File: config.mk
export PLATFORM = sky130hd
export DESIGN_NAME = bootLoaderTop
export DESIGN_NICKNAME = d
export VERILOG_FILES = /design/src/source/bootLoaderPkg.sv /design/src/source/uartRx.sv /design/src/source/programLoader.sv /design/src/source/instrMem.sv /design/src/source/instrBusSlave.sv /design/src/source/bootLoaderTop.sv
export VERILOG_INCLUDE_DIRS = /design/src /design/src/include
export SDC_FILE = /design/constraint.sdc
export NUM_CORES = 2
export LEC_CHECK = 0
export BUFFER_PORTS_ARGS = -buffer_cell sky130_fd_sc_hd__buf_4
export CAP_MARGIN = 20
export CORE_AREA = 4 4 544 546
export CTS_CLUSTER_SIZE = 40
export DETAILED_ROUTE_END_ITERATION = 6
export DIE_AREA = 0 0 548 550
export GPL_TIMING_DRIVEN = 0
export PLACE_DENSITY = 0.66
export SYNTH_ARGS = -nofsm -noshare
export SYNTH_HDL_FRONTEND = slang
export SYNTH_SLANG_ARGS = --single-unit
File: constraint.sdc
create_clock -name clk -period 5.87 [get_ports clk]
set_input_delay 0 -clock clk [delete_from_list [all_inputs] [get_ports clk]]
set_output_delay 0 -clock clk [all_outputs]
set_load 0.01 [all_outputs]
File: src/include/bootLoader_consts.svh
`ifndef BOOTLOADER_CONSTS_SVH
`define BOOTLOADER_CONSTS_SVH

// serial timing
// 27 MHz system clock over 115200 baud gives 234 cycles per bit
`define CLKS_PER_BIT 234

// instruction store
// word count of the instruction memory, fits a 7-bit index
`define MEM_DEPTH 128

// fetch side
// addi x0, x0, 0 in RV32I, handed out for any address past the store
`define NOP_INSTR 32'h0000_0013

`endif

File: src/source/bootLoaderPkg.sv
`default_nettype none

package bootLoaderPkg;

    // one byte as it comes off the serial line
    typedef logic [7:0] byteT;

    // one instruction word, assembled big-endian from four bytes
    typedef logic [31:0] instrT;

    // word address seen on the fetch bus, upper half is outside the store
    typedef logic [7:0] busAdrT;

    // index into the instruction store
    typedef logic [6:0] memIdxT;

    // receiver frame states
    typedef enum logic [1:0] {
        rxIdle,
        rxStart,
        rxData,
        rxStop
    } rxStateT;

    // loader states: length byte, program bytes, finished
    typedef enum logic [1:0] {
        loadSize,
        loadByte,
        loadDone
    } loadStateT;

endpackage

`default_nettype wire

File: src/source/uartRx.sv
`default_nettype none
`include "bootLoader_consts.svh"

module uartRx (
    input  wire logic           clk,
    input  wire logic           arstN,
    input  wire logic           rxSerial,
    output bootLoaderPkg::byteT rxByte,
    output logic                rxValid
);
    import bootLoaderPkg::*;

    localparam int HalfBit = `CLKS_PER_BIT / 2;
    localparam int CntW = $clog2(`CLKS_PER_BIT);

    logic            rxMeta;
    logic            rxSync;
    logic            rxPrev;
    logic            fallEdge;
    logic            halfDone;
    logic            bitDone;
    rxStateT         rxState;
    logic [CntW-1:0] bitCnt;
    logic [2:0]      bitIdx;

    // line idles high, so the synchronizer comes out of reset at 1
    always_ff @(posedge clk or negedge arstN) begin
        if (!arstN) begin
            rxMeta <= 1'b1;
            rxSync <= 1'b1;
            rxPrev <= 1'b1;
        end else begin
            rxMeta <= rxSerial;
            rxSync <= rxMeta;
            rxPrev <= rxSync;
        end
    end

    assign fallEdge = rxPrev && !rxSync;
    assign halfDone = (bitCnt == CntW'(HalfBit - 1));
    assign bitDone  = (bitCnt == CntW'(`CLKS_PER_BIT - 1));

    always_ff @(posedge clk or negedge arstN) begin
        if (!arstN) begin
            rxState <= rxIdle;
            bitCnt  <= '0;
            bitIdx  <= '0;
            rxValid <= 1'b0;
        end else begin
            rxValid <= 1'b0;
            case (rxState)
                rxIdle: begin
                    bitCnt <= '0;
                    if (fallEdge) begin
                        rxState <= rxStart;
                    end
                end
                rxStart: begin
                    if (halfDone) begin
                        bitCnt <= '0;
                        bitIdx <= '0;
                        // line back high at mid start bit, treat as a glitch
                        if (rxSync) begin
                            rxState <= rxIdle;
                        end else begin
                            rxState <= rxData;
                        end
                    end else begin
                        bitCnt <= bitCnt + 1'b1;
                    end
                end
                rxData: begin
                    if (bitDone) begin
                        bitCnt <= '0;
                        bitIdx <= bitIdx + 1'b1;
                        if (bitIdx == 3'd7) begin
                            rxState <= rxStop;
                        end
                    end else begin
                        bitCnt <= bitCnt + 1'b1;
                    end
                end
                rxStop: begin
                    if (bitDone) begin
                        // framing error drops the byte silently
                        rxValid <= rxSync;
                        rxState <= rxIdle;
                    end else begin
                        bitCnt <= bitCnt + 1'b1;
                    end
                end
                default: begin
                    rxState <= rxIdle;
                end
            endcase
        end
    end

    // lsb first, so each new bit enters at the top
    always_ff @(posedge clk) begin
        if (rxState == rxData && bitDone) begin
            rxByte <= {rxSync, rxByte[7:1]};
        end
    end

endmodule

`default_nettype wire

File: src/source/programLoader.sv
`default_nettype none

module programLoader (
    input  wire logic                  clk,
    input  wire logic                  arstN,
    input  wire bootLoaderPkg::byteT   rxByte,
    input  wire logic                  rxValid,
    output logic                       memWe,
    output bootLoaderPkg::memIdxT      memWrIdx,
    output bootLoaderPkg::instrT       memWrData,
    output logic                       cpuEnable
);
    import bootLoaderPkg::*;

    loadStateT                  loadState;
    byteT                       loadLen;
    // one bit wider than the index so a full store can be counted
    logic [$bits(memIdxT):0]    wordCnt;
    logic [1:0]                 byteCnt;
    logic                       byteIn;
    logic                       wordDone;

    assign byteIn   = rxValid && (loadState == loadByte);
    assign wordDone = byteIn && (byteCnt == 2'd3);

    always_ff @(posedge clk or negedge arstN) begin
        if (!arstN) begin
            loadState <= loadSize;
            loadLen   <= '0;
            wordCnt   <= '0;
            byteCnt   <= '0;
            memWe     <= 1'b0;
            cpuEnable <= 1'b0;
        end else begin
            memWe <= wordDone;
            // index moves on once the write has gone out
            if (memWe) begin
                wordCnt <= wordCnt + 1'b1;
            end
            case (loadState)
                loadSize: begin
                    if (rxValid) begin
                        loadLen   <= rxByte;
                        byteCnt   <= '0;
                        loadState <= loadByte;
                    end
                end
                loadByte: begin
                    if (rxValid) begin
                        byteCnt <= byteCnt + 1'b1;
                    end
                    if (wordDone && (byteT'(wordCnt + 1'b1) == loadLen)) begin
                        loadState <= loadDone;
                        cpuEnable <= 1'b1;
                    end
                end
                loadDone: begin
                    // program complete so later bytes are dropped
                end
                default: begin
                    loadState <= loadSize;
                end
            endcase
        end
    end

    // big-endian packing puts the first byte in bits 31:24
    always_ff @(posedge clk) begin
        if (byteIn) begin
            memWrData <= {memWrData[23:0], rxByte};
        end
    end

    assign memWrIdx = wordCnt[$bits(memIdxT)-1:0];

endmodule

`default_nettype wire

File: src/source/instrMem.sv
`default_nettype none
`include "bootLoader_consts.svh"

module instrMem (
    input  wire logic                   clk,
    input  wire logic                   memWe,
    input  wire bootLoaderPkg::memIdxT  memWrIdx,
    input  wire bootLoaderPkg::instrT   memWrData,
    input  wire bootLoaderPkg::memIdxT  memRdIdx,
    output bootLoaderPkg::instrT        memRdData
);
    import bootLoaderPkg::*;

    instrT memArray [`MEM_DEPTH];

    // single write port fed by the loader
    always_ff @(posedge clk) begin
        if (memWe) begin
            memArray[memWrIdx] <= memWrData;
        end
    end

    // registered read, one cycle from index to data
    always_ff @(posedge clk) begin
        memRdData <= memArray[memRdIdx];
    end

endmodule

`default_nettype wire

File: src/source/instrBusSlave.sv
`default_nettype none
`include "bootLoader_consts.svh"

module instrBusSlave (
    input  wire logic                   clk,
    input  wire logic                   arstN,
    input  wire logic                   wbCyc,
    input  wire logic                   wbStb,
    input  wire bootLoaderPkg::busAdrT  wbAdr,
    output bootLoaderPkg::instrT        wbDatOut,
    output logic                        wbAck,
    output bootLoaderPkg::memIdxT       memRdIdx,
    input  wire bootLoaderPkg::instrT   memRdData
);
    import bootLoaderPkg::*;

    logic reqStart;
    logic reqPend;
    logic outOfRange;

    // memory sees the address directly, its read register is the first stage
    assign memRdIdx = wbAdr[$bits(memIdxT)-1:0];

    // new request only when nothing is in flight or being acked
    assign reqStart = wbCyc && wbStb && !reqPend && !wbAck;

    always_ff @(posedge clk or negedge arstN) begin
        if (!arstN) begin
            reqPend <= 1'b0;
            wbAck   <= 1'b0;
        end else begin
            reqPend <= reqStart;
            // abandoned cycle gets no ack
            wbAck   <= reqPend && wbCyc && wbStb;
        end
    end

    // range flag lines up with the memory read data
    always_ff @(posedge clk) begin
        outOfRange <= (int'(wbAdr) >= `MEM_DEPTH);
    end

    assign wbDatOut = outOfRange ? instrT'(`NOP_INSTR) : memRdData;

endmodule

`default_nettype wire

File: src/source/bootLoaderTop.sv
`default_nettype none

module bootLoaderTop (
    input  wire logic                   clk,
    input  wire logic                   arstN,
    input  wire logic                   rxSerial,
    output logic                        cpuEnable,
    input  wire logic                   wbCyc,
    input  wire logic                   wbStb,
    input  wire bootLoaderPkg::busAdrT  wbAdr,
    output bootLoaderPkg::instrT        wbDatOut,
    output logic                        wbAck
);
    import bootLoaderPkg::*;

    byteT   rxByte;
    logic   rxValid;
    logic   memWe;
    memIdxT memWrIdx;
    instrT  memWrData;
    memIdxT memRdIdx;
    instrT  memRdData;

    // serial byte source
    uartRx uRx (
        .clk      (clk),
        .arstN    (arstN),
        .rxSerial (rxSerial),
        .rxByte   (rxByte),
        .rxValid  (rxValid)
    );

    // length byte, word packing, processor release
    programLoader uLoader (
        .clk       (clk),
        .arstN     (arstN),
        .rxByte    (rxByte),
        .rxValid   (rxValid),
        .memWe     (memWe),
        .memWrIdx  (memWrIdx),
        .memWrData (memWrData),
        .cpuEnable (cpuEnable)
    );

    instrMem uMem (
        .clk       (clk),
        .memWe     (memWe),
        .memWrIdx  (memWrIdx),
        .memWrData (memWrData),
        .memRdIdx  (memRdIdx),
        .memRdData (memRdData)
    );

    // fetch port toward the processor
    instrBusSlave uBus (
        .clk       (clk),
        .arstN     (arstN),
        .wbCyc     (wbCyc),
        .wbStb     (wbStb),
        .wbAdr     (wbAdr),
        .wbDatOut  (wbDatOut),
        .wbAck     (wbAck),
        .memRdIdx  (memRdIdx),
        .memRdData (memRdData)
    );

endmodule

`default_nettype wire

==> summary.txt <==
Number of CTS-inserted buffers: 414
Critical Path Fanout Max: 19
Top FF cell, synth: edfxtp_1
Reg area: 126000 µm²
P_sw: 12600 µW
Core area: 291000 µm²
Setup Skew: 0.0487 ns
Reg-to-reg critical path startpoint: uLoader.wordCnt[2]
Cts hold-fix bufs: 14
Largest net degree at the start of global routing: 39
CTS tree: built
Post-route clock period utilization: 0.737
Hold Vio Cnt, Final: 0
Clock-pin slew on the worst setup and hold paths: 0.07 ns
Critical Path Start Type: register
Post-synthesis register bit count: 4210
Combinational Power Share: 0.046
Internal Power: 48300 µW
DRT Wirelength: 424000 µm
Setup crit end kind: register
Die X: 548 µm
Avg Synthesized Cell Area: 25.6 µm²
Remaining routing DRC violations: 0
Final min period: 4.32 ns
Critical Path RT: 6.50 ns
Crit-path slowest cell: nor2_4
Max frequency: 231 MHz
GRT overflow: 0
Row Count: 198
Path type of the worst setup path: reg -> reg
Wire per inst: 37.5 µm
Worst min-delay path category: in -> async
Most frequent CP cell: clkbuf_1
Final nets: 7085
Dpl ws: 1.23 ns
Slew @ Worst Pin: 1.11 ns
Post-synthesis sequential area ratio: 0.788
Max-slew headroom: 0.260
Hold WS: 0.163 ns
Share of layout cells above drive strength 1: 0.350
Maximum vdd drop: 0.338 mV
Initial Utilization: 0.550
Crit path launch: uLoader.wordCnt[2]
Antenna Nets Post-Route: 0
RSZ-0062 raised after global routing: no
Lkg Pwr: 0.0579 µW
Sequential share of power: 0.534
Resize count post-CTS: 0
Clock Latency Late Sink: 0.94 ns
Clock Power Share: 0.420
Total track usage: 0.284
Total number of vias: 74740
CTS Sinks: 4210
Cell Area, Placed: 173000 µm²
Commonest cells after routing, fill and taps aside: edfxtp_1 (4136), mux4_2 (1344), clkbuf_16 (423)
Final Max Slew Viols: 0
Synth area leader: edfxtp_1
Crit path arrival time: 4.95 ns
Status: completed
Worst path bufs/invs: 4
Max-Cap Viols: 0
Switching part of the total power: 0.207
Antenna violations before repair: 43
Synth warn: 0
Critical Path Max Stage Delay: 0.97 ns
Area contributors post-synth: edfxtp_1 (78%), mux4_2 (19%), dfrtp_1 (0.60%), clkbuf_1 (0.48%), dfxtp_1 (0.41%)
Clk buf depth: 4
IO Port Bufs: 38
Vias in the first global route: 74761
Multi-input logic area: 33400 µm²
H-tree depth: 5
Most common cell after layout, fill and taps aside: edfxtp_1
Initial DRC Count: 10661
Area share of the largest cell type after synthesis: 0.778
Post-synth EDFFs: 4136
Router iterations before antenna repair: 6
CTS root buffer: clkbuf_16
Post-Syn Instances: 6250
Endpoints failing setup: 0
Global-route wire length before repair: 591000 µm
Final Cell Area: 186000 µm²
Count of different cell masters after synthesis: 43
Async SR Flop Fraction: 0.00974
Final worst slack: 1.55 ns
Crit path max-delay family: simple AND/OR/NAND/NOR gates
Sequence of cells on the critical path: clkbuf_1, clkbuf_1, nor2b_1, nand2_1, clkbuf_2, nor2_4, buf_16
Syn nets: 6274
Dpl hpwl: 287000 µm
Die height: 550 µm
Final core occ: 0.642
Number of fill cells: 18268
Post-CTS setup buffer count: 0
Synthesized area: 160000 µm²
PD cells: 327 nW/µm²
Vias per Instance: 6.62
IO Pins: 47
Die area: 301000 µm²
Placer Congestion: 0.913
Area grow syn2layout: 16.7%
==> through the flow <==
stage | std cells | total power (µW) | TNS (ns)
5_1_grt | 11293 | 62600 | 0
3_5_place_dp | 10506 | 36000 | 0
4_1_cts | 11262 | 61200 | 0
2_1_floorplan | 6250 | 34800 | 0
3_3_place_gp | 10188 | 35900 | -407.39
6_report | 11296 | 60900 | 0
==> final cells by class <==
class | count | share of cell area
multi-input cells | 1704 | 0.179
clock inverters | 226 | 0.0104
plain buffers | 326 | 0.00746
flip-flops and latches | 4210 | 0.675
clock buffers | 516 | 0.0589
inverters | 10 | 0.000201
well taps | 3900 | 0.0262
repair buffers | 395 | 0.0426
diodes | 9 | 0.000121
==> final timing paths <==
kind | slack (ns) | endpoint | depth (start not counted)
min in group clk | 0.21 | uMem.memRdData[31] | 3
setup reg to reg | 1.55 | uMem.memArray[20][6] | 7
hold reg to reg | 0.36 | uRx.rxSync | 0
hold / removal | 0.16 | uBus.reqPend | 4
setup / recovery | 1.55 | uMem.memArray[20][6] | 7
max in group asynchronous | 5.45 | uLoader.wordCnt[7] | 4
==> flip-flops by register name (all words and copies together) (netlist names), 2 cells and up, named ones only <==
name               count
uMem.memArray       4096
uLoader.memWrData     32
uMem.memRdData        32
uLoader.loadLen        8
uLoader.wordCnt        8
uRx.bitCnt             8
uRx.rxByte             8
uRx.bitIdx             3
uLoader.byteCnt        2
uLoader.loadState      2
==> power by group through the flow <==
stage | sequential (µW) | clock [µW] | combinational [µW]
after floorplan | 33200 | 0 | 1610
after global placement | 33200 | 0 | 2710
after detailed placement | 33200 | 0 | 2760
after CTS | 32600 | 25800 | 2790
after global routing | 32600 | 27200 | 2890
final | 32600 | 25600 | 2800
==> logic make-up after synthesis <==
kind of cell             after synthesis  share of synthesized area
AND/OR/NAND/NOR                      261                    0.00750
flip-flops                          4210                      0.788
adder cells (fa/ha/maj)               11                   0.000862
AO/OA/AOI/OAI                         22                   0.000948
buffers and inverters                336                    0.00872
XOR/XNOR                              23                    0.00126
multiplexers                        1387                      0.193
==> synthesized netlist by cell type (6+ instances only) <==
master and instances:
dfrtp_1 38, edfxtp_1 4136, buf_2 84, inv_1 10, ha_1 11, nand3_1 19
o21ai_0 8, nor2b_1 35, buf_1 31, nand4_1 6, clkbuf_1 206, xor2_1 9
nor3_1 15, dfxtp_1 33, nand2b_1 6, mux4_2 1344, nand2_1 28, mux2_2 43
xnor2_1 14, nor2_1 133
==> layer usage <==
| metal | part of all wire | track usage | up-vias |
|---|---|---|---|
| li1 | - | - | 29001 |
| met1 | 0.36 | 0.387 | 40510 |
| met2 | 0.48 | 0.445 | 4420 |
| met3 | 0.095 | 0.0608 | 795 |
| met4 | 0.059 | 0.137 | 14 |
| met5 | 0.00021 | 0 | - |
==> worst register-to-register path, delay by kind of cell (launching register included) <==
family	cells	cell delay, ns
buf+inv	4	1.74
simple gates	3	1.92
flops	1	0.32
Note: power is estimated with default switching activity, not from simulation.
